<file path="src/logic/dramCtrlPkg.sv">
// SDRAM controller shared definitions
// widths, SDRAM command codes, sequencer states, timing counts and the
// CPU address field positions for a 32M x 16 part at CAS latency 2

`default_nettype none

package dramCtrlPkg;

	//////////////////////////////
	// widths
	//////////////////////////////

	typedef logic [31:0] cpuAddr_t;		// 68000 side address
	typedef logic [15:0] dataWord_t;	// one data word, CPU and DQ side
	typedef logic [12:0] rowAddr_t;		// SDRAM A12..A0, row or column + A10
	typedef logic [1:0]  bankAddr_t;	// BA1..BA0
	typedef logic [15:0] timerCount_t;	// both down-counters
	typedef logic [4:0]  sdramCmd_t;	// CKE, CS_L, RAS_L, CAS_L, WE_L

	//////////////////////////////
	// command codes
	//////////////////////////////

	localparam sdramCmd_t CmdPowerUp      = 5'b00000;	// CKE and CS low while power settles
	localparam sdramCmd_t CmdNop          = 5'b10111;
	localparam sdramCmd_t CmdPrechargeAll = 5'b10010;	// A10 high selects all banks
	localparam sdramCmd_t CmdAutoRefresh  = 5'b10001;
	localparam sdramCmd_t CmdModeSet      = 5'b10000;	// mode word on the address pins
	localparam sdramCmd_t CmdActivate     = 5'b10011;	// row open, bank + row on pins
	localparam sdramCmd_t CmdRead         = 5'b10101;	// always with A10 set, auto-precharge
	localparam sdramCmd_t CmdWrite        = 5'b10100;	// always with A10 set, auto-precharge

	//////////////////////////////
	// sequencer states
	//////////////////////////////

	typedef enum logic [3:0] {
		InitLoad,		// arm power-up timer
		PowerUpWait,
		FirstNop,
		PrechargeAll,		// shared by init and periodic refresh
		PrechargeNop,
		InitRefresh,		// burst of auto-refreshes
		ModeSet,
		ModeWait,
		RefreshArm,		// reload the refresh interval
		Idle,
		ReadCmd,		// activate-to-read
		WriteWait,		// row open, waiting for a data strobe
		WriteHold,
		CasWait,
		CycleEnd		// holds Dtack until strobes rise
	} seqState_t;

	//////////////////////////////
	// timing, shortened for simulation
	//////////////////////////////

	localparam timerCount_t PowerUpCycles      = 16'd8;
	localparam timerCount_t InitRefreshCycles  = 16'd40;	// ten refreshes at spacing 4
	localparam timerCount_t InitRefreshSpacing = 16'd4;
	localparam rowAddr_t    ModeRegValue       = 13'h220;	// CL 2, burst length 1
	localparam timerCount_t ModeWaitCycles     = 16'd3;
	localparam timerCount_t CasWaitCycles      = 16'd3;	// four CasWait cycles in all
	localparam timerCount_t RefreshInterval    = 16'd375;
	localparam int          CasLatency         = 2;

	// CPU address fields, word addressed so bit 0 is unused
	localparam int RowMsb           = 23;
	localparam int RowLsb           = 11;
	localparam int BankMsb          = 25;
	localparam int BankLsb          = 24;
	localparam int ColMsb           = 10;
	localparam int ColLsb           = 1;
	localparam int AutoPrechargeBit = 10;

endpackage

`default_nettype wire

</file>
<file path="src/logic/countdownTimer.sv">
// Loadable down-counter
// loads on request, then counts down once per clock and parks at zero,
// with done high while the count sits at zero

`timescale 1ns/1ps
`default_nettype none

module countdownTimer (
	input  logic                     Clock,
	input  logic                     Reset_L,
	input  logic                     load,		// one-cycle load request
	input  dramCtrlPkg::timerCount_t loadValue,
	output dramCtrlPkg::timerCount_t count,
	output logic                     done		// count has reached zero
);

	always_ff @(posedge Clock or negedge Reset_L) begin
		if (!Reset_L) begin
			count <= '0;					// comes out of reset already expired
		end else if (load) begin
			count <= loadValue;				// load wins over counting
		end else if (!done) begin
			count <= count - 1'b1;
		end
	end

	assign done = (count == '0);				// stays high until the next load

	//////////////////////////////
	// checks
	//////////////////////////////

	// once expired the counter must hold zero until reloaded
	assert property (@(posedge Clock) disable iff (!Reset_L)
		(done && !load) |=> done);

	// without a load the count never goes up, so no wrap past zero
	assert property (@(posedge Clock) disable iff (!Reset_L)
		!load |=> (count <= $past(count)));

endmodule

`default_nettype wire

</file>
<file path="config.mk">
export PLATFORM = sky130hd
export DESIGN_NAME = countdownTimer
export DESIGN_NICKNAME = d
export VERILOG_FILES = /design/src/logic/dramCtrlPkg.sv /design/src/logic/countdownTimer.sv
export SDC_FILE = /design/constraint.sdc
export NUM_CORES = 1
export LEC_CHECK = 0
export BUFFER_PORTS_ARGS = -buffer_cell sky130_fd_sc_hd__buf_2
export CORE_MARGIN = 5
export CORE_UTILIZATION = 51
export DETAILED_ROUTE_END_ITERATION = 10
export GPL_TIMING_DRIVEN = 1
export PLACE_DENSITY = 0.9
export SYNTH_ARGS = -nofsm -noshare
export SYNTH_HDL_FRONTEND = slang
export SYNTH_SLANG_ARGS = --single-unit
export TNS_END_PERCENT = 20
</file>
<file path="constraint.sdc">
create_clock -name Clock -period 4.55 [get_ports Clock]
set_clock_uncertainty 0.05 [all_clocks]
set_input_delay 1.1375 -clock Clock [delete_from_list [all_inputs] [get_ports Clock]]
set_output_delay 1.1375 -clock Clock [all_outputs]
set_load 0.05 [all_outputs]
</file>
==> impl_metrics.yaml <==
global_route:
  grt_max_degree: 17
  grt.overflow.total: 0
  grt_usage_pct: 16.0
  first_global_vias: 797
  antenna_found_initial: 0
  grt_pass1_wl_mm: 3.34
final_layout:
  final_util_pct: 67.3
  fillers: 173
  synthToLayoutAreaGrowth_pct: 23.2
  final_nets: 157
  regMostFlops: "count"
  fin_area_mm2: 0.00119
  num_antenna_cells: 0
  layout_common_cells: "buf_2, dfrtp_1, xnor2_1, nand2_1, nor2_1"
  reg_top3: "count x16"
  layout-drive-gt1-share_pct: 34.6
  layout_commonest_cell: "buf_2"
  final_cells: 161
  multi_input_comb_area_um2: 529
  largest_reg_flops: 16
  seq_area_um2: 400
sta:
  hold_viol: 0
  max_clock_freq_mhz: 284
  tightest_slew_ps: 667
  slew_violations: 0
  totalNegativeSetupSlack_ps: 0
  setup_viol: 0
  holdWs_ps: 519
  slew_headroom_pct: 55.2
  rsz0062_at_grt: "no"
  period_share_pct: 77.3
  min_period_ps: 3520
cts:
  cts_tree: "yes"
  postCtsSetupBuffers: 0
  cts_num_sinks: 16
  clk-insertion-delay-late_ps: 280
  cts_buffers: 3
  cts.repair.resized: 0
  root_buffer: "clkbuf_4"
  cts_max_path_buffers: 2
  cts-htree-levels: 1
  path_clk_slew_ps: 90
  cts_hold_buf: 0
yosys:
  syn_inst: 100
  ys_seq_elements: 16
  synth.avg_cell_area_um2: 9.63
  synth_cell_types: 29
  yosysWarningCount: 0
  syn-num-nets: 120
  netlist_area_um2: 963
  synth-seq-area-share_pct: 41.6
placement:
  routabilityCongestion: 0.872
  io_buffers: 35
  dp_hpwl_mm: 1.65
  post_dp_cell_area_mm2: 0.00115
  place_inst: 157
worst_setup_path:
  critPathLaunchType: "flop"
  rrSetupSlack_ps: 2290
  cp_max_fo: 7
  crit_type: "reg2out"
  critPathCaptureType: "output pin"
  required_ps: 3360
  crit_arrival_ps: 2330
run_status:
  outcome: "complete, no violations"
run:
  maxCapViolCount: 0
routing:
  wl_met1_um: 986
  wl_met3_um: 156
  routed_wl_mm: 2.14
  topRoutingLayerUsed: "met4"
  drtAntennaViolNets: 0
  drt-pass1-iter-count: 4
  detailedRoute.firstIterationViolations: 11
  vias: 852
  viasPerCell: 5.29
  wl_met2_um: 971
  wl_per_cell_um: 13.3
  drc_errors: 0
power_and_ir_drop:
  irDropWorstVdd_v: 0.000243
  leakagePower_nw: 0.532
  powerDensity_mw_per_mm2: 358
die:
  die_y_um: 53.5
  initial_utilization_pct: 54.6
  design.die.area_mm2: 0.00286
  rows: 15
  coreArea_mm2: 0.00176
  die_w_um: 53.5
  ioPinCount: 36
min_path:
  hp-class: "reg2reg"
metrics by stage:
stage	setup WS, ps	total power, mW
after floorplan	1230	0.295
after global placement	1390	0.332
after detailed placement	1360	0.336
after CTS	1030	0.430
after global routing	931	0.448
final	1030	0.426
power by group:
part           switching, mW  internal [mW]  total [mW]
logic                  0.105         0.0482       0.153
clock network         0.0430         0.0487      0.0917
registers             0.0218          0.159       0.181
synthesized netlist by cell type, drive strengths merged:
master,instances,area [um2]
nand2,11,41.3
dfrtp,16,400
xnor2,12,105
inv,3,11.3
or4,3,25.0
nor2,11,41.3
o21ai,3,15.0
clkbuf,2,7.51
nor4,6,52.6
nor3,5,36.3
o31ai,3,22.5
nand3,3,15.0
a21oi,2,10.0
o211ai,1,7.51
buf,1,11.3
or3,3,23.8
nand2b,2,12.5
o21a,1,7.51
mux2i,4,40.0
a211oi,4,35.0
mux2,2,26.3
ha,1,12.5
clkinv,1,3.75
critical path: stages, from the launching register on:
cell     delay (ps)
dfrtp_1         430
or3_4           410
or3_1           510
nor3_4          370
buf_2           330
path summary, 6_finish.rpt:
| path | startpoint | to | cells after the start |
|---|---|---|---|
| setup / recovery | count[4]$_DFFE_PN0P_ | done | 4 |
| hold / removal | count[10]$_DFFE_PN0P_ | count[10]$_DFFE_PN0P_ | 2 |
| setup reg to reg | count[4]$_DFFE_PN0P_ | count[1]$_DFFE_PN0P_ | 5 |
| hold reg to reg | count[10]$_DFFE_PN0P_ | count[10]$_DFFE_PN0P_ | 2 |
| max in group asynchronous | Reset_L | count[8]$_DFFE_PN0P_ | 1 |
| min in group asynchronous | Reset_L | count[14]$_DFFE_PN0P_ | 1 |
kinds of logic after synthesis:
kind of cell    share of synthesized area [%]
simple gates                             25.7
mux                                      6.88
fa+ha+maj                                1.30
xor+xnor                                 10.9
flops                                    41.6
buf+inv                                  3.51
compound gates                           10.1
final cells by class:
type / count / share of cell area [%]
multi-input combinational: 77 / 44.6
sequential: 16 / 33.7
timing repair buffer: 35 / 14.8
clock buffer: 4 / 3.06
tap: 25 / 2.63
inverter: 4 / 1.26
per-layer routing:
layer,GRT usage (%),up-vias
li1,-,429
met1,20.5,387
met2,26.9,32
met3,2.54,4
met4,5.53,0
met5,0,-
Note: power is estimated with default switching activity, not from simulation.
