### src/logic/dramCtrlPkg.sv
// SDRAM controller shared definitions
// widths, SDRAM command codes, sequencer states, timing counts and the
// CPU address field positions for a 32M x 16 part at CAS latency 2

`default_nettype none

package dramCtrlPkg;

	//////////////////////////////
	// widths
	//////////////////////////////

	typedef logic [31:0] cpuAddr_t;		// 68000 side address
	typedef logic [15:0] dataWord_t;	// one data word, CPU and DQ side
	typedef logic [12:0] rowAddr_t;		// SDRAM A12..A0, row or column + A10
	typedef logic [1:0]  bankAddr_t;	// BA1..BA0
	typedef logic [15:0] timerCount_t;	// both down-counters
	typedef logic [4:0]  sdramCmd_t;	// CKE, CS_L, RAS_L, CAS_L, WE_L

	//////////////////////////////
	// command codes
	//////////////////////////////

	localparam sdramCmd_t CmdPowerUp      = 5'b00000;	// CKE and CS low while power settles
	localparam sdramCmd_t CmdNop          = 5'b10111;
	localparam sdramCmd_t CmdPrechargeAll = 5'b10010;	// A10 high selects all banks
	localparam sdramCmd_t CmdAutoRefresh  = 5'b10001;
	localparam sdramCmd_t CmdModeSet      = 5'b10000;	// mode word on the address pins
	localparam sdramCmd_t CmdActivate     = 5'b10011;	// row open, bank + row on pins
	localparam sdramCmd_t CmdRead         = 5'b10101;	// always with A10 set, auto-precharge
	localparam sdramCmd_t CmdWrite        = 5'b10100;	// always with A10 set, auto-precharge

	//////////////////////////////
	// sequencer states
	//////////////////////////////

	typedef enum logic [3:0] {
		InitLoad,		// arm power-up timer
		PowerUpWait,
		FirstNop,
		PrechargeAll,		// shared by init and periodic refresh
		PrechargeNop,
		InitRefresh,		// burst of auto-refreshes
		ModeSet,
		ModeWait,
		RefreshArm,		// reload the refresh interval
		Idle,
		ReadCmd,		// activate-to-read
		WriteWait,		// row open, waiting for a data strobe
		WriteHold,
		CasWait,
		CycleEnd		// holds Dtack until strobes rise
	} seqState_t;

	//////////////////////////////
	// timing, shortened for simulation
	//////////////////////////////

	localparam timerCount_t PowerUpCycles      = 16'd8;
	localparam timerCount_t InitRefreshCycles  = 16'd40;	// ten refreshes at spacing 4
	localparam timerCount_t InitRefreshSpacing = 16'd4;
	localparam rowAddr_t    ModeRegValue       = 13'h220;	// CL 2, burst length 1
	localparam timerCount_t ModeWaitCycles     = 16'd3;
	localparam timerCount_t CasWaitCycles      = 16'd3;	// four CasWait cycles in all
	localparam timerCount_t RefreshInterval    = 16'd375;
	localparam int          CasLatency         = 2;

	// CPU address fields, word addressed so bit 0 is unused
	localparam int RowMsb           = 23;
	localparam int RowLsb           = 11;
	localparam int BankMsb          = 25;
	localparam int BankLsb          = 24;
	localparam int ColMsb           = 10;
	localparam int ColLsb           = 1;
	localparam int AutoPrechargeBit = 10;

endpackage

`default_nettype wire

### src/logic/accessSequencer.sv
// SDRAM access sequencer
// FSM that runs the power-up and init sequence, periodic refresh bursts and
// single-word reads and writes with auto-precharge, picking the SDRAM command,
// address, bank and the CPU handshake for the pin stage

`timescale 1ns/1ps
`default_nettype none

module accessSequencer (
	input  logic                     Clock,
	input  logic                     Reset_L,
	input  dramCtrlPkg::cpuAddr_t    address,
	input  dramCtrlPkg::dataWord_t   dataIn,
	input  logic                     UDS_L,
	input  logic                     LDS_L,
	input  logic                     DramSelect_L,
	input  logic                     WE_L,		// high for a read
	input  logic                     AS_L,
	input  dramCtrlPkg::timerCount_t timerCount,
	input  logic                     timerDone,
	input  logic                     refreshDue,	// refresh interval elapsed
	output logic                     timerLoad,
	output dramCtrlPkg::timerCount_t timerValue,
	output logic                     refreshLoad,
	output dramCtrlPkg::timerCount_t refreshValue,
	output dramCtrlPkg::sdramCmd_t   cmd,
	output dramCtrlPkg::rowAddr_t    sdAddr,
	output dramCtrlPkg::bankAddr_t   sdBank,
	output logic                     writeDrive,	// DQ driven next cycle
	output dramCtrlPkg::dataWord_t   writeData,
	output logic                     readCapture,	// latch DQ on this falling edge
	output logic                     cpuAck,		// Dtack to the CPU
	output logic                     cpuRun		// releases the CPU reset
);

	import dramCtrlPkg::*;

	seqState_t state;
	seqState_t nextState;
	logic      initDone;					// sticky, init sequence finished
	logic      accessStart;
	logic      strobeLow;

	assign accessStart = !AS_L && !DramSelect_L;
	assign strobeLow   = !UDS_L || !LDS_L;		// either strobe counts, no byte masking
	assign cpuRun      = initDone;

	//////////////////////////////
	// state register
	//////////////////////////////

	always_ff @(posedge Clock or negedge Reset_L) begin
		if (!Reset_L) begin
			state    <= InitLoad;
			initDone <= 1'b0;
		end else begin
			state <= nextState;
			if (state == ModeWait) begin
				initDone <= 1'b1;		// CPU may start two cycles after mode set
			end
		end
	end

	//////////////////////////////
	// next state and outputs
	//////////////////////////////

	always_comb begin
		nextState    = state;
		cmd          = CmdNop;
		sdAddr       = '0;
		sdBank       = '0;
		timerLoad    = 1'b0;
		timerValue   = '0;
		refreshLoad  = 1'b0;
		refreshValue = '0;
		writeDrive   = 1'b0;
		writeData    = dataIn;
		readCapture  = 1'b0;
		cpuAck       = 1'b0;

		case (state)
			InitLoad: begin
				cmd        = CmdPowerUp;
				timerLoad  = 1'b1;
				timerValue = PowerUpCycles;
				nextState  = PowerUpWait;
			end
			PowerUpWait: begin
				cmd = CmdPowerUp;			// CKE stays low for the whole wait
				if (timerDone) begin
					nextState = FirstNop;
				end
			end
			FirstNop: begin
				nextState = PrechargeAll;		// first valid command with CKE high
			end
			PrechargeAll: begin
				cmd                      = CmdPrechargeAll;
				sdAddr[AutoPrechargeBit] = 1'b1;	// all banks
				nextState                = PrechargeNop;
			end
			PrechargeNop: begin
				timerLoad  = 1'b1;
				timerValue = InitRefreshCycles;
				nextState  = InitRefresh;
			end
			InitRefresh: begin
				if (timerDone) begin
					// periodic bursts skip the mode register
					nextState = initDone ? RefreshArm : ModeSet;
				end else if ((timerCount % InitRefreshSpacing) == '0) begin
					cmd = CmdAutoRefresh;		// one in every four cycles
				end
			end
			ModeSet: begin
				cmd        = CmdModeSet;
				sdAddr     = ModeRegValue;
				timerLoad  = 1'b1;
				timerValue = ModeWaitCycles;
				nextState  = ModeWait;
			end
			ModeWait: begin
				if (timerDone) begin
					nextState = RefreshArm;
				end
			end
			RefreshArm: begin
				refreshLoad  = 1'b1;
				refreshValue = RefreshInterval;
				nextState    = Idle;
			end
			Idle: begin
				if (refreshDue) begin
					nextState = PrechargeAll;	// refresh beats a pending access
				end else if (accessStart) begin
					cmd       = CmdActivate;
					sdAddr    = address[RowMsb:RowLsb];
					sdBank    = address[BankMsb:BankLsb];
					nextState = WE_L ? ReadCmd : WriteWait;
				end
			end
			ReadCmd: begin
				cmd                      = CmdRead;
				sdAddr[ColMsb-ColLsb:0]  = address[ColMsb:ColLsb];
				sdAddr[AutoPrechargeBit] = 1'b1;
				sdBank                   = address[BankMsb:BankLsb];
				timerLoad                = 1'b1;
				timerValue               = CasWaitCycles;
				nextState                = CasWait;
			end
			CasWait: begin
				cpuAck = 1'b1;
				// data is on DQ CasLatency cycles after the read hits the pins
				readCapture = (timerCount == (CasWaitCycles - timerCount_t'(CasLatency)));
				if (timerDone) begin
					nextState = CycleEnd;
				end
			end
			WriteWait: begin
				if (strobeLow) begin
					cmd                      = CmdWrite;
					sdAddr[ColMsb-ColLsb:0]  = address[ColMsb:ColLsb];
					sdAddr[AutoPrechargeBit] = 1'b1;
					sdBank                   = address[BankMsb:BankLsb];
					writeDrive               = 1'b1;
					cpuAck                   = 1'b1;	// data taken with the command
					nextState                = WriteHold;
				end
			end
			WriteHold: begin
				writeDrive = 1'b1;			// one more cycle of DQ hold
				cpuAck     = 1'b1;
				nextState  = CycleEnd;
			end
			CycleEnd: begin
				if (strobeLow) begin
					cpuAck = 1'b1;			// CPU still in its bus cycle
				end else begin
					nextState = Idle;
				end
			end
			default: begin
				nextState = InitLoad;
			end
		endcase
	end

	//////////////////////////////
	// checks
	//////////////////////////////

	// no row opens before the CPU has been let out of reset
	assert property (@(posedge Clock) disable iff (!Reset_L)
		(cmd == CmdActivate) |-> cpuRun);

	// DQ is only ever driven from the write states
	assert property (@(posedge Clock) disable iff (!Reset_L)
		writeDrive |-> (state == WriteWait || state == WriteHold));

	// Dtack is always released before a new cycle can start
	assert property (@(posedge Clock) disable iff (!Reset_L)
		(state == Idle) |-> !cpuAck);

endmodule

`default_nettype wire

### config.mk
export PLATFORM = sky130hd
export DESIGN_NAME = accessSequencer
export DESIGN_NICKNAME = d
export VERILOG_FILES = /design/src/logic/dramCtrlPkg.sv /design/src/logic/accessSequencer.sv
export SDC_FILE = /design/constraint.sdc
export NUM_CORES = 1
export LEC_CHECK = 0
export ABC_AREA = 0
export BUFFER_PORTS_ARGS = -buffer_cell sky130_fd_sc_hd__buf_2
export CORE_MARGIN = 2
export CORE_UTILIZATION = 33
export CTS_BUF_LIST = sky130_fd_sc_hd__clkbuf_16
export CTS_CLUSTER_SIZE = 28
export DETAILED_ROUTE_END_ITERATION = 8
export GPL_TIMING_DRIVEN = 0
export PLACE_DENSITY = 0.83
export SYNTH_ARGS = -nofsm -noshare
export SYNTH_HDL_FRONTEND = slang
export SYNTH_SLANG_ARGS = --single-unit
export TNS_END_PERCENT = 1
### constraint.sdc
create_clock -name Clock -period 2.31 [get_ports Clock]
set_clock_uncertainty 0.2 [all_clocks]
set_input_delay 0 -clock Clock [delete_from_list [all_inputs] [get_ports Clock]]
set_output_delay 0 -clock Clock [all_outputs]
set_load 0.01 [all_outputs]
==> flow_metrics.tcl, run 1 <==
set metrics [dict create \
    cts.clk_slew.worst_paths_ns 0.03 \
    grt_pass1_vias 1378 \
    place_ws_ns 0.346 \
    synth-compound-area-share 0.276 \
    yosysUniqueCellTypes 47 \
    cp_max_fo 10 \
    path_class "flop to output pin" \
    endpoint "sdAddr[0]" \
    crit_chain "or3b_4, nor4_4, buf_6, a22o_1, buf_2" \
    final_layout_size_suffix_gt1_frac 0.577 \
    p_leak_nw 1.18 \
    synthArstFlopShare 1.00 \
    period_needed_ns 2.07 \
    drc_errors 0 \
    syn2layout_area_growth_pct 75.0 \
    slowest_stage "or3b_4" \
    irDropWorstVdd_mv 0.362 \
    antenna_found_initial 0 \
    r2r-end "state[1]" \
    die_h_microns 64.6 \
    grt_pass1_wl_microns 6130 \
    ant_nets 0 \
    cp.arrival_ns 1.87 \
    startpoint "state[1]" \
    r2r_start "state[2]" \
    syn_inst 156 \
    firstDrtPassIters 4 \
    fillers 325 \
    insertion_delay_ns 0.22 \
    hold_viol_final 0 \
    total_power_mw 1.72 \
    via_per_inst 4.55 \
    status "finished clean" \
    holdWs_ns 0.0534 \
    syn_area_sq_mm 0.00121 \
    fin_nets 374 \
    antenna_cells 0 \
    synth_xor_area_frac 0 \
    dieArea_sq_mm 0.00417 \
    tns_ns 0 \
    cp-start-kind "flop" \
    start_util 0.336 \
    fin_ws_ns 0.240 \
    h-tree-depth 1 \
    worst-path-buf-inv 2 \
    io_buffers 101 \
    period_share 0.896 \
    seq_area_frac_synth 0.103 \
    ys_ff_latch 5 \
    max_freq_mhz 483 \
    slew_violations 0 \
    grt_max_degree 11 \
    crit_required_ns 2.11 \
    p_per_area_mw_per_mm2 813 \
    ios 147 \
    wl_per_cell_microns 11.3 \
    initialDrtViolationCount 45 \
    end_kind "output pin" \
    rsz0062_at_grt "no" \
    synth-simple-area-share 0.248 \
    grt.total_usage 0.180 \
    synth_warnings 0 \
    synthAdderAreaFrac 0.00930 \
    synth_ff_type "dfrtp_1" \
    cts_root_buf "clkbuf_16" \
    cpLargestDelayFamily "simple AND/OR/NAND/NOR gates" \
    hold_class "input pin to flop" \
    synth_top_family_by_area "buffers and inverters" \
    fp.coreArea_sq_mm 0.00361 \
    clock_path_buffers 2 \
    cpPeakStageDelay_ns 0.45 \
    gp_congestion 0.989 \
    cts_sinks 5 \
    finalSetupViolations 0 \
    cts_setup_buffers 0 \
    worst-path-stages 5 \
    cts_tree "yes" \
    maxCapViolCount 0 \
    vias 1582 \
    hpwl_microns 3150 \
    synth_edf_count 0 \
    drt_wl_total_microns 3920 \
    rr_worst_depth 5 \
    cts_buffers 3 \
    gr-total-overflow 0 \
    holdPathStages 4 \
    syn_avg_cell_area_sq_um 7.76 \
    placementRows 22 \
    die_w_microns 64.6 \
    muxShareOfSynthArea 0.00930 \
    rrSetupSlack_ns 0.44 \
]
## worst min path at each step
stage / slack, ns / end / start
floorplan: -0.50 / cpuRun / Reset_L
global placement: -0.39 / state[1] / Reset_L
detailed placement: -0.38 / state[3] / Reset_L
CTS: 0.05 / state[2] / timerDone
global route: 0.08 / state[2] / timerDone
finish: 0.05 / state[2] / timerDone
## worst reg2reg max path: stages, from the launching register on
cell and delay (ns):
dfrtp_1 0.37, buf_6 0.13, nor2b_1 0.13, a21oi_1 0.35, a2bb2oi_2 0.21, mux2_2 0.37
## synthesized netlist by cell type (all sizes together), types with 3 or more instances
library cell / n / area, sq um
a21oi: 9 / 48.8
a221o: 3 / 30.0
a22o: 8 / 70.1
buf: 54 / 410
dfrtp: 5 / 125
inv: 3 / 11.3
nand2: 8 / 30.0
nand3: 3 / 15.0
nor2: 8 / 30.0
nor2b: 4 / 25.0
nor3: 8 / 40.0
nor4: 3 / 33.8
o21ai: 4 / 20.0
## area by class of cell
type                    instances  area, sq um  area share
multi-input cells             114          744       0.351
repair buffers                119          686       0.323
plain buffers                  55          414       0.195
flip-flops and latches          5          125      0.0590
clock buffers                   3         75.1      0.0354
well taps                      48         60.1      0.0283
inverters                       3         11.3     0.00531
clock inverters                 1         3.75     0.00177
## cell families (layout without fill, tap and decap cells)
family | Yosys count | count (layout)
buf+inv | 58 | 181
simple gates | 50 | 50
compound gates | 40 | 40
flops | 5 | 5
fa+ha+maj | 1 | 1
other cells | 1 | 22
mux | 1 | 1
## stage by stage
step            util  area, sq um  instances
4_1_cts        0.586         2110        348
3_5_place_dp   0.515         1860        326
3_3_place_gp   0.515         1860        326
5_1_grt        0.588         2120        348
2_1_floorplan      -         1290        177
6_report       0.588         2120        348
## layer usage
metal  GRT usage  part of all wire  up-vias
li1            -                 -      787
met1       0.240              0.41      690
met2       0.303              0.49      101
met3      0.0382             0.090        4
met4      0.0293            0.0074        0
met5           0                 0        -
## what timing repair did
| action | in CTS | in global routing |
|---|---|---|
| hold buffers | 18 | 0 |
| endpoints found under the setup margin | 0 | 6 |
| resized for setup | 0 | 1 |
| hold endpoints to repair | 21 | 0 |
## power by group
group / internal [mW] / switching (mW) / leakage (nW)
sequential: 0.129 / 0.0389 / 0.0590
clock: 0.224 / 0.0509 / 0.0423
combinational: 0.586 / 0.695 / 1.07
total: 0.939 / 0.785 / 1.18
## registers in the layout, summed over array words and instances (netlist names)
| name | count |
|---|---|
| cpuRun | 1 |
| state | 4 |
## placed cells by master, fill, tap and decap left out, drive strengths merged, types with 2 or more instances in the layout
| cell | n |
|---|---|
| clkbuf | 4 |
| nor3 | 8 |
| o31ai | 2 |
| nor4 | 3 |
| nand3 | 3 |
| or2 | 2 |
| a22oi | 2 |
| conb | 22 |
| nand2 | 8 |
| a22o | 8 |
| buf | 155 |
| or3b | 2 |
| nor2 | 8 |
| a221o | 3 |
| a2bb2oi | 2 |
| nor2b | 4 |
| inv | 4 |
| a21oi | 9 |
| o21a | 2 |
| and2 | 2 |
| nand4 | 2 |
| dfrtp | 5 |
| dlygate4sd3 | 18 |
| nand2b | 2 |
| o21ai | 4 |
| nor3b | 2 |
| o221ai | 2 |
Power figures use the tool's default switching activity.
==> run 2, diff against run 1 <==
Settings changed: PLACE_DENSITY 0.83 to 0.81.
==> flow_metrics.tcl, run 2 (synthesis results as in run 1) <==
set metrics [dict create \
    status "finished clean" \
    gp_congestion 0.902 \
    cts_setup_buffers 0 \
    tns_ns 0 \
    end_kind "output pin" \
    rrSetupSlack_ns 0.47 \
    fin_nets 374 \
    ant_nets 0 \
    most-common-layout-cells "buf_2, buf_4, conb_1, dlygate4sd3_1" \
    max_freq_mhz 485 \
    placed_area_sq_mm 0.00186 \
    cts_sinks 5 \
    grt_pass1_vias 1447 \
    hold_start "WE_L" \
    cts_tree "yes" \
    clock_path_buffers 2 \
    min_to "state[0]" \
    syn2layout_area_growth_pct 75.0 \
    irDropWorstVdd_mv 0.390 \
    p_per_area_mw_per_mm2 815 \
    fp.coreArea_sq_mm 0.00361 \
    gr-total-overflow 0 \
    cp_max_fo 10 \
    grt.total_usage 0.185 \
    insertion_delay_ns 0.22 \
    crit_required_ns 2.11 \
    maxCapViolCount 0 \
    largest_reg_flops 4 \
    period_needed_ns 2.06 \
    top_register "state" \
    antenna_found_initial 0 \
    die_h_microns 64.6 \
    layout_commonest_cell "buf_2" \
    ios 147 \
    drc_errors 0 \
    initialDrtViolationCount 45 \
    cp.arrival_ns 1.86 \
    via_per_inst 4.56 \
    hpwl_microns 3150 \
    antenna_cells 0 \
    cp-start-kind "flop" \
    period_share 0.893 \
    vias 1586 \
    start_util 0.336 \
    io_buffers 101 \
    die_w_microns 64.6 \
    holdPathStages 5 \
    cts.clk_slew.worst_paths_ns 0.03 \
    cts_root_buf "clkbuf_16" \
    placementRows 22 \
    fillers 349 \
    hold_class "input pin to flop" \
    grt_max_degree 11 \
    rr_worst_depth 5 \
    p_leak_nw 1.18 \
    firstDrtPassIters 4 \
    finalSetupViolations 0 \
    grt_pass1_wl_microns 6220 \
    slew_violations 0 \
    wl_per_cell_microns 11.5 \
    cts_buffers 3 \
    h-tree-depth 1 \
    hold_viol_final 0 \
    drt_wl_total_microns 3990 \
    final_layout_size_suffix_gt1_frac 0.577 \
    r2r_start "state[2]" \
    dieArea_sq_mm 0.00417 \
    path_class "flop to output pin" \
    total_power_mw 1.73 \
    r2r-end "state[1]" \
    rsz0062_at_grt "no" \
    design_area_sq_mm 0.00212 \
]
## run 2: layer usage
metal | global-route usage | vias up | routed length [microns]
met2 | 0.319 | 102 | 1940
met3 | 0.0503 | 4 | 432
li1 | - | 787 | -
met1 | 0.232 | 693 | 1600
met5 | 0 | - | 0
met4 | 0.0372 | 0 | 19
## run 2: report_power, final
group | internal (mW) | leakage, nW | switching [mW] | total [mW]
sequential | 0.129 | 0.0590 | 0.0458 | 0.175
combinational | 0.586 | 1.07 | 0.691 | 1.28
clock | 0.224 | 0.0423 | 0.0514 | 0.275
total | 0.939 | 1.18 | 0.788 | 1.73
## run 2: final cells by class
type                    count  area, sq um  share of cell area
plain buffers              55          414               0.195
clock buffers               3         75.1              0.0354
clock inverters             1         3.75             0.00177
inverters                   3         11.3             0.00531
multi-input cells         114          744               0.351
flip-flops and latches      5          125              0.0590
well taps                  48         60.1              0.0283
repair buffers            119          686               0.323
## run 2: worst max-delay path by stage
| stage | startpoint | slack, ns | endpoint |
|---|---|---|---|
| 2_1_floorplan | state[0] | 0.50 | refreshValue[0] |
| 3_5_place_dp | state[0] | 0.32 | refreshValue[1] |
| 4_1_cts | state[0] | 0.07 | refreshValue[1] |
| 6_report | state[1] | 0.25 | sdAddr[2] |
| 3_3_place_gp | state[0] | 0.39 | refreshValue[6] |
| 5_1_grt | state[1] | 0.13 | sdAddr[2] |
## run 2: metrics by stage
| step | util | hold slack [ns] | instances | worst slack, ns |
|---|---|---|---|---|
| 2_1_floorplan | - | -0.496 | 177 | 0.496 |
| 3_3_place_gp | 0.515 | -0.385 | 326 | 0.393 |
| 3_5_place_dp | 0.515 | -0.383 | 326 | 0.317 |
| 4_1_cts | 0.586 | 0.0369 | 348 | 0.0731 |
| 5_1_grt | 0.588 | 0.0618 | 348 | 0.135 |
| 6_report | 0.588 | 0.0401 | 348 | 0.247 |
## run 2: timing repair
item / 4_1_cts / 5_1_grt
hold buffers: 18 / 0
endpoints found under the setup margin: 0 / 8
endpoints found under the hold margin: 21 / 0
resized for setup: 0 / 1
## run 2: critical path, stage by stage, from the launching register on
cell and delay, ns:
dfrtp_1 0.41, or3b_4 0.45, nor4_4 0.32, buf_6 0.20
a22o_1 0.13, buf_2 0.13
==> run 3, diff against run 2 <==
--- a/constraint.sdc
+++ b/constraint.sdc
@@ -4,2 +4,2 @@
 set_output_delay 0 -clock Clock [all_outputs]
-set_load 0.01 [all_outputs]
+set_load 0.02 [all_outputs]
==> flow_metrics.tcl, run 3 (synthesis results as in run 1) <==
set metrics [dict create \
    status "finished clean" \
    h-tree-depth 1 \
    maxCapViolCount 0 \
    cpLargestDelayFamily "simple AND/OR/NAND/NOR gates" \
    period_share 0.904 \
    via_per_inst 4.48 \
    dieArea_sq_mm 0.00417 \
    design_area_sq_mm 0.00196 \
    fin_util 0.543 \
    fillers 380 \
    end_kind "output pin" \
    insertion_delay_ns 0.22 \
    drc_errors 0 \
    rr_worst_depth 5 \
    rrSetupSlack_ns 0.48 \
    placed_area_sq_mm 0.00186 \
    grt_pass1_wl_microns 5600 \
    cts_buffers 3 \
    r2r_start "state[2]" \
    cts_root_buf "clkbuf_16" \
    cts.clk_slew.worst_paths_ns 0.03 \
    die_h_microns 64.6 \
    crit_required_ns 2.11 \
    cts_sinks 5 \
    tns_ns 0 \
    wl_per_cell_microns 11.0 \
    max_freq_mhz 479 \
    endpoint "sdAddr[2]" \
    grt_pass1_vias 1322 \
    place_ws_ns 0.284 \
    slowest_stage "or3b_4" \
    cp-start-kind "flop" \
    fin_ws_ns 0.221 \
    crit_chain "or3b_4, nor4_4, buf_6, a22o_1, buf_2" \
    startpoint "state[1]" \
    grt_max_degree 11 \
    gr-total-overflow 0 \
    final_layout_size_suffix_gt1_frac 0.609 \
    gp_congestion 0.902 \
    worst-path-stages 5 \
    slew_violations 0 \
    rsz0062_at_grt "no" \
    p_leak_nw 1.11 \
    r2r-end "state[1]" \
    grt.total_usage 0.167 \
    fp.coreArea_sq_mm 0.00361 \
    ant_nets 0 \
    multi_input_area_sq_um 744 \
    vias 1489 \
    hold_class "input pin to output pin" \
    syn2layout_area_growth_pct 61.8 \
    irDropWorstVdd_mv 0.393 \
    initialDrtViolationCount 35 \
    most-common-layout-cells "buf_2, buf_4, conb_1" \
    die_w_microns 64.6 \
    p_per_area_mw_per_mm2 950 \
    placementRows 22 \
    cp_max_fo 10 \
    start_util 0.336 \
    clock_path_buffers 2 \
    hold_viol_final 0 \
    drt_wl_total_microns 3670 \
    fin_nets 358 \
    top_register "state" \
    period_needed_ns 2.09 \
    largest_reg_flops 4 \
    layout.cells.non_filler 332 \
    antenna_cells 0 \
    antenna_found_initial 0 \
    final-seq-area_sq_um 125 \
    ios 147 \
    path_class "flop to output pin" \
    firstDrtPassIters 4 \
    cp.arrival_ns 1.89 \
    worst-path-buf-inv 2 \
    io_buffers 101 \
    post-place-cells 326 \
    hpwl_microns 3150 \
    cpPeakStageDelay_ns 0.45 \
    finalSetupViolations 0 \
    cts_tree "yes" \
    layout_commonest_cell "buf_2" \
]
## run 3: cell count changes in the layout (fill, tap and decap cells not counted)
cell | previous run | this run
dlygate4sd3_1 | 18 | 2
## run 3: worst min path at each step
stage                     startpoint             to  depth (start not counted)
after floorplan              Reset_L         cpuRun                          0
after global placement       Reset_L         cpuRun                          1
after detailed placement     Reset_L       state[3]                          1
after CTS                 dataIn[11]  writeData[11]                          2
after global routing      dataIn[10]  writeData[10]                          2
final                     dataIn[11]  writeData[11]                          2
## run 3: metrics by stage
| stage | hold slack (ns) | power (mW) |
|---|---|---|
| 2_1_floorplan | -0.496 | 1.21 |
| 3_3_place_gp | -0.385 | 1.56 |
| 3_5_place_dp | -0.383 | 1.58 |
| 4_1_cts | 0.0177 | 1.87 |
| 5_1_grt | 0.0207 | 2.01 |
| 6_report | 0.0166 | 1.86 |
## run 3: timing repair
| action | 4_1_cts | 5_1_grt |
|---|---|---|
| gates resized for setup | 0 | 1 |
| setup endpoints to repair | 0 | 8 |
| hold endpoints to repair | 5 | 0 |
| hold buffers | 2 | 0 |
| setup buffers | 0 | 0 |
## run 3: layer usage
layer,part of all wire,global-route usage,wire (microns),vias up
met3,0.11,0.0417,385,2
met2,0.48,0.283,1760,92
li1,-,-,-,752
met1,0.41,0.214,1510,643
met4,0.0025,0.0372,9,0
met5,0,0,0,-
## run 3: final cells by class
cell class,count,share of cell area
multi-input combinational,114,0.380
sequential,5,0.0639
clock inverter,1,0.00192
timing repair buffer,103,0.268
buffer,55,0.211
tap,48,0.0307
inverter,3,0.00575
clock buffer,3,0.0383
## run 3: power by group
| part | leakage (nW) | internal, mW | total (mW) | switching (mW) |
|---|---|---|---|---|
| logic | 1.01 | 0.571 | 1.41 | 0.842 |
| registers | 0.0590 | 0.129 | 0.174 | 0.0442 |
| clock network | 0.0423 | 0.224 | 0.275 | 0.0515 |
